[config.mk]
export PLATFORM = sky130hd
export DESIGN_NAME = ctrlTop
export DESIGN_NICKNAME = d
export VERILOG_FILES = /design/src/ctrlPkg.sv /design/src/ctrlTop.sv /design/src/execSequencer.sv /design/src/instrDecode.sv /design/src/instrFetch.sv /design/src/resultStage.sv
export VERILOG_INCLUDE_DIRS = /design/src
export SDC_FILE = /design/constraint.sdc
export NUM_CORES = 1
export LEC_CHECK = 0
export ABC_CLOCK_PERIOD_IN_PS = 4100
export BUFFER_PORTS_ARGS = -buffer_cell sky130_fd_sc_hd__buf_2
export CORE_ASPECT_RATIO = 1.4
export CORE_UTILIZATION = 25
export DETAILED_ROUTE_END_ITERATION = 10
export PLACE_DENSITY = 0.5
export REMOVE_ABC_BUFFERS = 1
export SLEW_MARGIN = 5
export SYNTH_ARGS = -nofsm -noshare
export SYNTH_HDL_FRONTEND = slang
export SYNTH_SLANG_ARGS = --single-unit
[constraint.sdc]
create_clock -name Clock -period 4.1 [get_ports Clock]
set_input_delay 0.41 -clock Clock [delete_from_list [all_inputs] [get_ports Clock]]
set_output_delay 0.41 -clock Clock [all_outputs]
set_load 0.01 [all_outputs]
[src/ctrl_macros.svh]
`ifndef CTRL_MACROS_SVH
`define CTRL_MACROS_SVH

// Instruction word and PC address width
`define CTRL_WORD_BITS 32

// Multiplier start held for this many cycles
`define CTRL_MULT_CYCLES 33

// Divider start held for this many cycles
`define CTRL_DIV_CYCLES 34

// Width of the execute step counter
`define CTRL_STEP_BITS 6

`endif

[src/ctrlPkg.sv]
`default_nettype none

package ctrlPkg;

    // Primary opcodes still decoded
    typedef enum logic [5:0] {
        opSpecial = 6'b000000,
        opAddi    = 6'b001000,
        opAddiu   = 6'b001001
    } opcodeT;

    // Funct codes under opSpecial
    typedef enum logic [5:0] {
        fnAdd  = 6'b100000,
        fnSub  = 6'b100010,
        fnAnd  = 6'b100100,
        fnSlt  = 6'b101010,
        fnMult = 6'b011000,
        fnDiv  = 6'b011010,
        fnJr   = 6'b001000,
        fnMfhi = 6'b010000,
        fnMflo = 6'b010010
    } functT;

    typedef struct packed {
        opcodeT     opcode;
        logic [4:0] rs;
        logic [4:0] rt;
        logic [4:0] rd;
        logic [4:0] shamt;
        functT      funct;
    } instrT;

    // ALU operation select, same encoding as the datapath ALU
    typedef enum logic [2:0] {
        aluPass = 3'b000,
        aluAdd  = 3'b001,
        aluSub  = 3'b010,
        aluAnd  = 3'b011,
        aluSlt  = 3'b111
    } aluOpT;

    typedef enum logic {
        srcAPc   = 1'b0,
        srcARegA = 1'b1
    } aluSrcAT;

    typedef enum logic [1:0] {
        srcBRegB    = 2'b00,
        srcBFour    = 2'b01,
        srcBSignImm = 2'b10
    } aluSrcBT;

    typedef enum logic [1:0] {
        pcSrcAluResult = 2'b00,
        pcSrcExcVector = 2'b01
    } pcSrcT;

    typedef enum logic {
        regDstRt = 1'b0,
        regDstRd = 1'b1
    } regDstT;

    typedef enum logic [1:0] {
        memAluOut = 2'b00,
        memHi     = 2'b01,
        memLo     = 2'b10
    } memToRegT;

    typedef enum logic [1:0] {
        excNone      = 2'b00,
        excOverflow  = 2'b01,
        excIllegalOp = 2'b10
    } excCauseT;

    typedef enum logic [2:0] {
        uopAluReg,
        uopAluImm,
        uopMult,
        uopDiv,
        uopJr,
        uopMfhi,
        uopMflo,
        uopIllegal
    } uopKindT;

    typedef struct packed {
        uopKindT kind;
        aluOpT   aluOp;
        // Only addi traps on signed overflow
        logic    trapOverflow;
    } decodedT;

    // Control word to the datapath, all zero means idle
    typedef struct packed {
        logic     pcWrite;
        pcSrcT    pcSrc;
        aluSrcAT  aluSrcA;
        aluSrcBT  aluSrcB;
        aluOpT    aluOp;
        logic     abWrite;
        logic     aluOutWrite;
        logic     multStart;
        logic     divStart;
        logic     regWrite;
        regDstT   regDst;
        memToRegT memToReg;
        logic     hiWrite;
        logic     loWrite;
        logic     hiSrcDiv;
        logic     epcWrite;
        excCauseT excCause;
    } ctrlWordT;

endpackage

`default_nettype wire

[src/ctrlTop.sv]
`timescale 1ns/1ps
`default_nettype none

`include "ctrl_macros.svh"

module ctrlTop (
    input  wire                        Clock,
    input  wire                        rstN,
    input  wire [`CTRL_WORD_BITS-1:0]  pc,
    input  wire                        overflow,
    output logic                       wbCyc,
    output logic                       wbStb,
    output logic [`CTRL_WORD_BITS-1:0] wbAdr,
    input  wire [`CTRL_WORD_BITS-1:0]  wbDatI,
    input  wire                        wbAck,
    output ctrlPkg::ctrlWordT          ctrl
);
    import ctrlPkg::*;

    logic fetchValid;
    logic decValid;
    logic execDone;
    logic retire;
    instrT instr;
    decodedT dec;
    decodedT doneDec;
    ctrlWordT execCtrl;

    instrFetch u_fetch (
        .Clock      (Clock),
        .rstN       (rstN),
        .pc         (pc),
        .retire     (retire),
        .wbCyc      (wbCyc),
        .wbStb      (wbStb),
        .wbAdr      (wbAdr),
        .wbDatI     (wbDatI),
        .wbAck      (wbAck),
        .fetchValid (fetchValid),
        .instr      (instr)
    );

    instrDecode u_decode (
        .Clock      (Clock),
        .rstN       (rstN),
        .fetchValid (fetchValid),
        .instr      (instr),
        .decValid   (decValid),
        .dec        (dec)
    );

    execSequencer u_exec (
        .Clock    (Clock),
        .rstN     (rstN),
        .decValid (decValid),
        .dec      (dec),
        .execDone (execDone),
        .doneDec  (doneDec),
        .execCtrl (execCtrl)
    );

    resultStage u_result (
        .Clock    (Clock),
        .rstN     (rstN),
        .execDone (execDone),
        .doneDec  (doneDec),
        .execCtrl (execCtrl),
        .overflow (overflow),
        .retire   (retire),
        .ctrl     (ctrl)
    );

endmodule

`default_nettype wire

[src/execSequencer.sv]
`timescale 1ns/1ps
`default_nettype none

`include "ctrl_macros.svh"

module execSequencer (
    input  wire                   Clock,
    input  wire                   rstN,
    input  wire                   decValid,
    input  wire ctrlPkg::decodedT dec,
    output logic                  execDone,
    output ctrlPkg::decodedT      doneDec,
    output ctrlPkg::ctrlWordT     execCtrl
);
    import ctrlPkg::*;

    localparam int MultSteps = `CTRL_MULT_CYCLES;
    localparam int DivSteps = `CTRL_DIV_CYCLES;
    localparam logic [`CTRL_STEP_BITS-1:0] OneStep = {{(`CTRL_STEP_BITS-1){1'b0}}, 1'b1};

    logic busy;
    logic [`CTRL_STEP_BITS-1:0] stepsLeft;

    // Execute steps that follow the read step
    function automatic logic [`CTRL_STEP_BITS-1:0] execSteps(uopKindT kind);
        logic [`CTRL_STEP_BITS-1:0] n;
        case (kind)
            uopAluReg, uopAluImm, uopJr: n = OneStep;
            uopMult: n = MultSteps[`CTRL_STEP_BITS-1:0];
            uopDiv:  n = DivSteps[`CTRL_STEP_BITS-1:0];
            default: n = '0;
        endcase
        return n;
    endfunction

    // PC + 4 and A/B register load
    function automatic ctrlWordT readStepWord();
        ctrlWordT word;
        word = '0;
        word.pcWrite = 1'b1;
        word.pcSrc = pcSrcAluResult;
        word.abWrite = 1'b1;
        word.aluSrcA = srcAPc;
        word.aluSrcB = srcBFour;
        word.aluOp = aluAdd;
        return word;
    endfunction

    function automatic ctrlWordT execStepWord(decodedT d);
        ctrlWordT word;
        word = '0;
        case (d.kind)
            uopAluReg, uopAluImm: begin
                word.aluSrcA = srcARegA;
                word.aluSrcB = (d.kind == uopAluImm) ? srcBSignImm : srcBRegB;
                word.aluOp = d.aluOp;
                word.aluOutWrite = 1'b1;
            end
            uopJr: begin
                word.aluSrcA = srcARegA;
                word.aluOp = aluPass;
                word.pcSrc = pcSrcAluResult;
                word.pcWrite = 1'b1;
            end
            uopMult: word.multStart = 1'b1;
            uopDiv:  word.divStart = 1'b1;
            default: word.pcWrite = 1'b0;
        endcase
        return word;
    endfunction

    always_ff @(posedge Clock) begin
        if (!rstN) begin
            busy <= 1'b0;
            stepsLeft <= '0;
            execDone <= 1'b0;
            execCtrl <= '0;
        end else if (decValid) begin
            busy <= 1'b1;
            stepsLeft <= execSteps(dec.kind);
            if (dec.kind == uopIllegal) begin
                // Straight to the exception cycle
                execCtrl <= '0;
                execDone <= 1'b1;
            end else begin
                execCtrl <= readStepWord();
                execDone <= (execSteps(dec.kind) == '0);
            end
        end else if (busy && stepsLeft != '0) begin
            execCtrl <= execStepWord(doneDec);
            execDone <= (stepsLeft == OneStep);
            stepsLeft <= stepsLeft - OneStep;
        end else begin
            busy <= 1'b0;
            execCtrl <= '0;
            execDone <= 1'b0;
        end
    end

    // Held for the whole sequence and the result cycle
    always_ff @(posedge Clock) begin
        if (decValid) begin
            doneDec <= dec;
        end
    end

    aNoOverlap: assert property (@(posedge Clock) disable iff (!rstN)
        decValid |-> !busy)
        else $error("decValid arrived during a running sequence");

endmodule

`default_nettype wire

[src/instrDecode.sv]
`timescale 1ns/1ps
`default_nettype none

module instrDecode (
    input  wire                   Clock,
    input  wire                   rstN,
    input  wire                   fetchValid,
    input  wire ctrlPkg::instrT   instr,
    output logic                  decValid,
    output ctrlPkg::decodedT      dec
);
    import ctrlPkg::*;

    function automatic decodedT decodeSpecial(functT funct);
        decodedT d;
        d.trapOverflow = 1'b0;
        d.aluOp = aluPass;
        case (funct)
            fnAdd: begin
                d.kind = uopAluReg;
                d.aluOp = aluAdd;
            end
            fnSub: begin
                d.kind = uopAluReg;
                d.aluOp = aluSub;
            end
            fnAnd: begin
                d.kind = uopAluReg;
                d.aluOp = aluAnd;
            end
            fnSlt: begin
                d.kind = uopAluReg;
                d.aluOp = aluSlt;
            end
            fnMult: d.kind = uopMult;
            fnDiv:  d.kind = uopDiv;
            fnJr:   d.kind = uopJr;
            fnMfhi: d.kind = uopMfhi;
            fnMflo: d.kind = uopMflo;
            default: d.kind = uopIllegal;
        endcase
        return d;
    endfunction

    function automatic decodedT decodeInstr(instrT i);
        decodedT d;
        case (i.opcode)
            opSpecial: d = decodeSpecial(i.funct);
            opAddi: begin
                d.kind = uopAluImm;
                d.aluOp = aluAdd;
                d.trapOverflow = 1'b1;
            end
            opAddiu: begin
                d.kind = uopAluImm;
                d.aluOp = aluAdd;
                d.trapOverflow = 1'b0;
            end
            default: begin
                d.kind = uopIllegal;
                d.aluOp = aluPass;
                d.trapOverflow = 1'b0;
            end
        endcase
        return d;
    endfunction

    always_ff @(posedge Clock) begin
        if (!rstN) begin
            decValid <= 1'b0;
        end else begin
            decValid <= fetchValid;
        end
    end

    always_ff @(posedge Clock) begin
        if (fetchValid) begin
            dec <= decodeInstr(instr);
        end
    end

endmodule

`default_nettype wire

[src/instrFetch.sv]
`timescale 1ns/1ps
`default_nettype none

`include "ctrl_macros.svh"

module instrFetch (
    input  wire                        Clock,
    input  wire                        rstN,
    input  wire [`CTRL_WORD_BITS-1:0]  pc,
    input  wire                        retire,
    output logic                       wbCyc,
    output logic                       wbStb,
    output logic [`CTRL_WORD_BITS-1:0] wbAdr,
    input  wire [`CTRL_WORD_BITS-1:0]  wbDatI,
    input  wire                        wbAck,
    output logic                       fetchValid,
    output ctrlPkg::instrT             instr
);
    import ctrlPkg::*;

    typedef enum logic {
        fetchIdle,
        fetchReq
    } fetchStateT;

    fetchStateT state;
    logic startPending;
    logic startReq;
    logic ackTaken;

    // First fetch after reset, then one per retired instruction
    assign startReq = (state == fetchIdle) && (startPending || retire);
    assign ackTaken = (state == fetchReq) && wbAck;

    assign wbCyc = (state == fetchReq);
    assign wbStb = (state == fetchReq);

    always_ff @(posedge Clock) begin
        if (!rstN) begin
            state <= fetchIdle;
            startPending <= 1'b1;
            fetchValid <= 1'b0;
        end else begin
            fetchValid <= ackTaken;
            if (startReq) begin
                state <= fetchReq;
                startPending <= 1'b0;
            end else if (ackTaken) begin
                state <= fetchIdle;
            end
        end
    end

    // Address latched once per request, word latched on the ack
    always_ff @(posedge Clock) begin
        if (startReq) begin
            wbAdr <= pc;
        end
        if (ackTaken) begin
            instr <= instrT'(wbDatI);
        end
    end

    aStableRequest: assert property (@(posedge Clock) disable iff (!rstN)
        (wbStb && !wbAck) |=> (wbStb && $stable(wbAdr)))
        else $error("wbAdr or wbStb changed before wbAck");

endmodule

`default_nettype wire

[src/resultStage.sv]
`timescale 1ns/1ps
`default_nettype none

module resultStage (
    input  wire                    Clock,
    input  wire                    rstN,
    input  wire                    execDone,
    input  wire ctrlPkg::decodedT  doneDec,
    input  wire ctrlPkg::ctrlWordT execCtrl,
    input  wire                    overflow,
    output logic                   retire,
    output ctrlPkg::ctrlWordT      ctrl
);
    import ctrlPkg::*;

    ctrlWordT resultCtrl;

    // Save PC to EPC and jump to the handler
    function automatic ctrlWordT excWord(excCauseT cause);
        ctrlWordT word;
        word = '0;
        word.epcWrite = 1'b1;
        word.pcWrite = 1'b1;
        word.pcSrc = pcSrcExcVector;
        word.excCause = cause;
        return word;
    endfunction

    function automatic ctrlWordT resultWord(decodedT d, logic ovf);
        ctrlWordT word;
        word = '0;
        case (d.kind)
            uopAluReg: begin
                word.regWrite = 1'b1;
                word.regDst = regDstRd;
                word.memToReg = memAluOut;
            end
            uopAluImm: begin
                if (d.trapOverflow && ovf) begin
                    word = excWord(excOverflow);
                end else begin
                    word.regWrite = 1'b1;
                    word.regDst = regDstRt;
                    word.memToReg = memAluOut;
                end
            end
            uopMult, uopDiv: begin
                word.hiWrite = 1'b1;
                word.loWrite = 1'b1;
                word.hiSrcDiv = (d.kind == uopDiv);
            end
            uopMfhi, uopMflo: begin
                word.regWrite = 1'b1;
                word.regDst = regDstRd;
                word.memToReg = (d.kind == uopMfhi) ? memHi : memLo;
            end
            uopIllegal: word = excWord(excIllegalOp);
            // jr finished in its execute step
            default: ;
        endcase
        return word;
    endfunction

    always_ff @(posedge Clock) begin
        if (!rstN) begin
            retire <= 1'b0;
            resultCtrl <= '0;
        end else begin
            retire <= execDone;
            if (execDone) begin
                resultCtrl <= resultWord(doneDec, overflow);
            end else begin
                resultCtrl <= '0;
            end
        end
    end

    assign ctrl = ctrlWordT'(execCtrl | resultCtrl);

    aWriteOrTrap: assert property (@(posedge Clock) disable iff (!rstN)
        !(ctrl.regWrite && ctrl.epcWrite))
        else $error("regWrite and epcWrite high together");

endmodule

`default_nettype wire

==> results of run 1 <==
metal layers:
layer	up-vias	global-route usage [%]
li1	1017	-
met1	897	10.0
met5	-	0
met4	0	6.31
met2	72	15.7
met3	11	2.78
power by group:
group | total, W | leakage, nW | internal [W] | switching [W]
Clock | 0.000856 | 0.153 | 0.000533 | 0.000323
Sequential | 0.00103 | 0.802 | 0.00101 | 0.0000169
Combinational | 0.000104 | 0.700 | 0.0000434 | 0.0000602
Total | 0.00199 | 1.66 | 0.00159 | 0.000400
how the worst max path moves through the flow:
stage | start | endpoint | slack, ps | cells past startpoint
after floorplan | u_fetch.wbCyc | u_fetch.wbAdr[0] | 1880 | 1
after global placement | u_exec.stepsLeft[0] | u_exec.execCtrl[22] | 2470 | 6
after detailed placement | u_exec.stepsLeft[1] | u_exec.execCtrl[22] | 2470 | 6
after CTS | u_exec.stepsLeft[0] | u_exec.execCtrl[22] | 2450 | 6
after global routing | u_exec.stepsLeft[0] | u_exec.execCtrl[22] | 2380 | 6
final | u_exec.stepsLeft[0] | u_exec.execCtrl[22] | 2460 | 6
cell families (layout without fill, tap and decap cells):
logic type | after synthesis | in the layout | share of synthesized area, %
flops | 90 | 90 | 73.8
compound gates | 34 | 34 | 6.97
buf+inv | 24 | 126 | 4.49
mux | 2 | 2 | 0.620
fa+ha+maj | 4 | 4 | 1.47
simple gates | 73 | 73 | 12.0
other cells | 1 | 1 | 0.116
xor+xnor | 2 | 2 | 0.543
flip-flops by register name (all words and copies together), names as in the netlist:
register              count
u_exec.busy               1
u_fetch.instr            12
u_fetch.fetchValid        1
u_result.resultCtrl       9
u_exec.doneDec            7
u_decode.decValid         1
u_fetch.startPending      1
u_decode.dec              7
u_fetch.wbAdr            32
u_fetch.wbCyc             1
u_exec.execDone           1
u_exec.stepsLeft          6
u_exec.execCtrl          10
u_result.retire           1
layout make-up:
| type | count | share of cell area [%] |
|---|---|---|
| Multi-Input combinational cell | 116 | 17.2 |
| Clock inverter | 5 | 1.91 |
| Inverter | 7 | 0.636 |
| Clock buffer | 11 | 5.63 |
| Timing Repair Buffer | 103 | 12.5 |
| Tap cell | 150 | 4.54 |
| Sequential cell | 90 | 57.6 |
critical path, cell delays in order, from the launching register on:
cell,delay [ps]
dfxtp_1,350
inv_1,120
ha_1,170
or2b_2,350
o21ai_2,170
nor2_1,110
a31o_2,240
Yosys cell counts:
library cell	n
edfxtp_1	58
dfxtp_1	32
nor2_1	19
buf_4	14
nand2_1	13
a21oi_1	12
nor3_1	9
inv_1	7
nor2b_1	6
o21ai_0	5
and2_1	4
and3_1	4
a31oi_1	3
ha_1	3
nand3_1	3
nand4_1	3
a211oi_1	2
mux2i_1	2
nand3b_1	2
nor3b_1	2
o211ai_1	2
o22ai_1	2
a22oi_1	1
a31o_1	1
a31o_2	1
and3b_1	1
buf_2	1
clkbuf_1	1
clkbuf_2	1
conb_1	1
maj3_1	1
nand2b_1	1
nand4b_1	1
nor4_2	1
o21a_4	1
o21ai_2	1
o21bai_1	1
o221ai_2	1
o31ai_1	1
or2_2	1
or2b_2	1
or3_4	1
or3b_2	1
xnor2_1	1
xor2_1	1
metrics by stage:
stage               area (um^2)  util [%]  setup WS, ps
CTS                        4130      33.2          2450
global route               4130      33.2          2380
global placement           3820      30.7          2470
detailed placement         3820      30.7          2470
floorplan                  3110         -          1880
finish                     4130      33.2          2460
==> flow_summary.ini, run 1 <==
[layout]
layout-drive-gt1-share_pct = 38.3
layout_common_cells = buf_2 (103), edfxtp_1 (58), dfxtp_1 (32)
final-seq-area_mm2 = 0.00238
final_nets = 398
final_common_cell = buf_2
syn_to_final_growth_pct = 28.0
multi_input_area_um2 = 709
final_cells = 482
nFillCells = 1217
diodes = 0

[timing]
worst-slew-pin-transition_ps = 928
fin_setup_tns_ps = 0
finalCritPeriodShare_pct = 39.9
drv_slew = 0
maxSlewHeadroom_pct = 38.0
whs_ps = 245
fin_crit_ps = 1640
hold_viol = 0
finClkSkew_ps = 6.78
rsz0062_at_grt = no
timing.fmax_mhz = 611
setup-violations-final = 0

[yosys]
synthDistinctLibCells = 45
netlist_area_mm2 = 0.00323
synth_top_area_cell = edfxtp_1
avgSynthCellArea_um2 = 14.0
synth_top_area_share_pct = 53.9
synth-seq-cells = 90
synthTopCellsByArea = edfxtp_1 (54%), dfxtp_1 (20%), buf_4 (3.3%), nor2_1 (2.2%), a21oi_1 (1.9%)
synthCells = 230
yosys_warnings = 0
yosysSeqAreaShare_pct = 73.8

[placement]
dp.final_hpwl_mm = 4.34
gp_congestion = 0.758
io_buffer_count = 103
placed_cells = 466

[clocking]
cts-root-buf = clkbuf_16
h-tree-depth = 3
cts_setup_buffers = 0
cts_buffer_depth = 2
insertion_delay_ps = 340
cts_resized = 0
cts_sinks = 90
path_clk_slew_ps = 60
cts_buffers = 9
cts_hold_buf = 0
cts_tree = done

[hold_path]
hp-start = pc[25]
min_path_type = primary input to register
min_to = u_fetch.wbAdr[25]
whs_path_depth = 1

[worst_setup_path]
cp.required_ps = 4320
worstPathMaxFanout = 5
critPathKind = register to register
arrival_ps = 1860
r2r-start = u_exec.stepsLeft[0]
ff2ff_setup_slack_ps = 2460
reg2regPathDepth = 6
cp-start-kind = register
r2r_end = u_exec.execCtrl[22]
critPathCaptureType = register

[power_and_ir_drop]
leakagePower_nw = 1.66
power.density_mw_per_mm2 = 481
power_w = 0.00199
peakVddDrop_uv = 216

[drt]
ant_nets = 0
vias = 1997
dr_wl_met2_mm = 2.99
wl_met1_mm = 2.46
wirelength_mm = 5.98
drcViolationCount = 10
highest_layer = met4
drt-initial-drc-count = 76
vias_per_cell = 4.14
wl_per_cell_um = 12.4
dr_wl_met3_um = 359
dr.pass1.iters = 7

[global_routing]
grt_pass1_wl_mm = 9.29
grt_use_total_pct = 9.29
gr-total-overflow = 0
grt_pass1_vias = 1929
antenna_found_initial = 0
grt_max_degree = 33

[floorplanning]
die_x_um = 98.1
core_mm2 = 0.0124
num_rows = 48
die_area_mm2 = 0.0134
die_h_um = 136
ios = 125
start_util_pct = 26.0

[flow_run]
maxCapViolations = 0

[run_status]
status = complete, but fails checks
violations = DRC
Power figures use the tool's default switching activity.
==> run 2, diff against run 1 <==
Settings changed: ABC_AREA set to 1, ABC_CLOCK_PERIOD_IN_PS 4100 to 1640, PLACE_DENSITY 0.5 to 0.49.
Clock period 4.1 ns to 1.64 ns, I/O delays scaled along.
==> flow_summary.ini, run 2 <==
[run_status]
status = complete, no violations

[layout]
multi_input_area_um2 = 701
final-seq-area_mm2 = 0.00238
nFillCells = 1273
layout_common_cells = buf_2 (103), edfxtp_1 (58), dlygate4sd3_1 (43)
largest_register_ffs = 32
diodes = 0
final_common_cell = buf_2
final_util_pct = 36.4
layout-drive-gt1-share_pct = 35.8
reg.largest.list = u_fetch.wbAdr x32, u_fetch.instr x12, u_exec.execCtrl x10
final_nets = 488
regMostFlops = u_fetch.wbAdr
syn_to_final_growth_pct = 41.6

[worst_setup_path]
ff2ff_setup_slack_ps = 260
cp.required_ps = 1730
arrival_ps = 1470
worstPathMaxFanout = 4
critPathKind = register to register
reg2regPathDepth = 8
r2r_end = u_decode.dec[5]
r2r-start = u_fetch.instr[0]
critPathCaptureType = register
cp-start-kind = register

[global_routing]
grt_use_total_pct = 10.1
grt_pass1_wl_mm = 10.6
gr-total-overflow = 0
grt_pass1_vias = 2288
grt_max_degree = 34
antenna_found_initial = 0

[clocking]
cts-root-buf = clkbuf_16
cts_buffers = 9
cts_setup_buffers = 0
h-tree-depth = 3
cts_resized = 0
cts_hold_buf = 42
cts_sinks = 90
cts_tree = done
path_clk_slew_ps = 70
insertion_delay_ps = 330
cts_buffer_depth = 2

[floorplanning]
start_util_pct = 25.7
die_h_um = 138
core_mm2 = 0.0129
num_rows = 49
die_area_mm2 = 0.0138
ios = 125
die_x_um = 99.4

[power_and_ir_drop]
intPower_w = 0.00390
comb_power_share_pct = 8.3
peakVddDrop_uv = 478
sequentialPowerShare_pct = 51.4
p_clk_share_pct = 40.3
leakagePower_nw = 2.07
p_switching_w = 0.00110
p_sw_share_pct = 22.0
power.density_mw_per_mm2 = 1060

[yosys]
synthTopCellsByArea = edfxtp_1 (52%), dfxtp_1 (19%), nand2_1 (4.0%), nor2_1 (3.7%), buf_4 (3.4%)
netlist_area_mm2 = 0.00332
ys.flop_type = edfxtp_1
synth_mux_area_share_pct = 0
synth_top_area_cell = edfxtp_1
synth_compound_area_share_pct = 2.86
synthCells = 273
synth_commonest_cells = edfxtp_1 (58), nand2_1 (35), nor2_1 (33), dfxtp_1 (32), inv_1 (23)
synth-seq-cells = 90
synth-edff-count = 58
synth_top_family_by_area = simple AND/OR/NAND/NOR gates
synthAdderAreaFrac_pct = 1.13
yosys.area_share.simple_pct = 16.1
yosysSeqAreaShare_pct = 71.7
yosys_warnings = 0
synthDistinctLibCells = 34
synth_top_area_share_pct = 52.4
synthXorXnorAreaFrac_pct = 0.791
synthMostInstantiatedCell = edfxtp_1
avgSynthCellArea_um2 = 12.2
async_flop_share_pct = 0

[drt]
wl_per_cell_um = 10.9
drt-initial-drc-count = 52
dr.pass1.iters = 4
vias = 2292
vias_per_cell = 3.82
ant_nets = 0
wirelength_mm = 6.56
drcViolationCount = 0

[hold_path]
min_path_type = primary input to register
min_to = u_fetch.wbAdr[5]
whs_path_depth = 1
hp-start = pc[5]

[placement]
dp.final_hpwl_mm = 4.63
post-place-ws_ps = 276
io_buffer_count = 103
gp_congestion = 0.754

[flow_run]
maxCapViolations = 0

[timing]
timing.fmax_mhz = 727
setup_ws_ps = 265
rsz0062_at_grt = no
drv_slew = 0
fin_crit_ps = 1380
fin_setup_tns_ps = 0
finClkSkew_ps = 5.61
finalCritPeriodShare_pct = 83.9
setup-violations-final = 0
hold_viol = 0
==> run 2: cell types whose count changed in the layout (fill, tap and decap cells not counted), moves of 4 or more <==
cell / previous run / this run
inv_1: 7 / 23
nand3_1: 3 / 14
a21oi_1: 12 / 4
dlygate4sd3_1: 0 / 43
nand2_1: 13 / 35
inv_2: 0 / 9
and3_1: 4 / 0
o21ai_1: 0 / 6
nor2_1: 18 / 32
nor2_2: 0 / 6
nor2b_1: 6 / 0
nor3_1: 9 / 4
==> run 2: logic make-up after synthesis <==
group,Yosys count
flops,90
simple gates,110
compound gates,17
buf+inv,49
xor+xnor,3
fa+ha+maj,3
other cells,1
==> run 2: area by class of cell <==
cell class	count	area share, %
Tap cell	178	4.73
Sequential cell	90	50.6
Clock inverter	5	0.665
Clock buffer	11	5.61
Inverter	33	2.66
Multi-Input combinational cell	134	14.9
Timing Repair Buffer	149	20.8
==> run 2: layer usage <==
metal / global-route usage (%) / wire [um] / up-vias / share of wire, %
met5: 0 / 0 / - / 0
met4: 6.81 / 243 / 0 / 3.7
met3: 2.33 / 221 / 18 / 3.4
met2: 18.1 / 3560 / 59 / 54
met1: 10.2 / 2540 / 1028 / 39
li1: - / - / 1187 / -
==> run 2: stage by stage <==
stage	power, W	instances	instance area, um^2	hold slack (ps)
3_5_place_dp	0.00296	541	3980	342
5_1_grt	0.00521	600	4710	3.80
3_3_place_gp	0.00295	541	3980	340
6_report	0.00500	600	4710	18.3
2_1_floorplan	0.00277	257	3210	233
4_1_cts	0.00507	599	4700	1.36
==> run 2: how the worst max path moves through the flow <==
| stage | start | to | slack (ps) | depth (start not counted) |
|---|---|---|---|---|
| after detailed placement | u_fetch.instr[0] | u_decode.dec[5] | 280 | 8 |
| after floorplan | u_fetch.wbCyc | u_fetch.wbAdr[0] | -600 | 1 |
| after CTS | u_fetch.instr[0] | u_decode.dec[5] | 270 | 8 |
| after global routing | u_fetch.instr[0] | u_decode.dec[5] | 110 | 8 |
| after global placement | u_fetch.instr[31] | u_decode.dec[5] | 300 | 6 |
| final | u_fetch.instr[0] | u_decode.dec[5] | 260 | 8 |
==> run 2: power by group through the flow <==
stage	Sequential, W	Combinational (W)	Clock (W)
after floorplan	0.00267	0.000107	0
after global placement	0.00262	0.000333	0
after detailed placement	0.00262	0.000338	0
after CTS	0.00257	0.000418	0.00208
after global routing	0.00258	0.000452	0.00217
final	0.00257	0.000414	0.00201
==> run 2: critical path, cell delays in order, from the launching register on <==
cell	delay (ps)
edfxtp_1	410
nor2_1	230
nand3_1	150
nand2_1	90
nor2_1	50
nand3_2	60
nand2_1	50
nand2_1	50
nand2_1	50
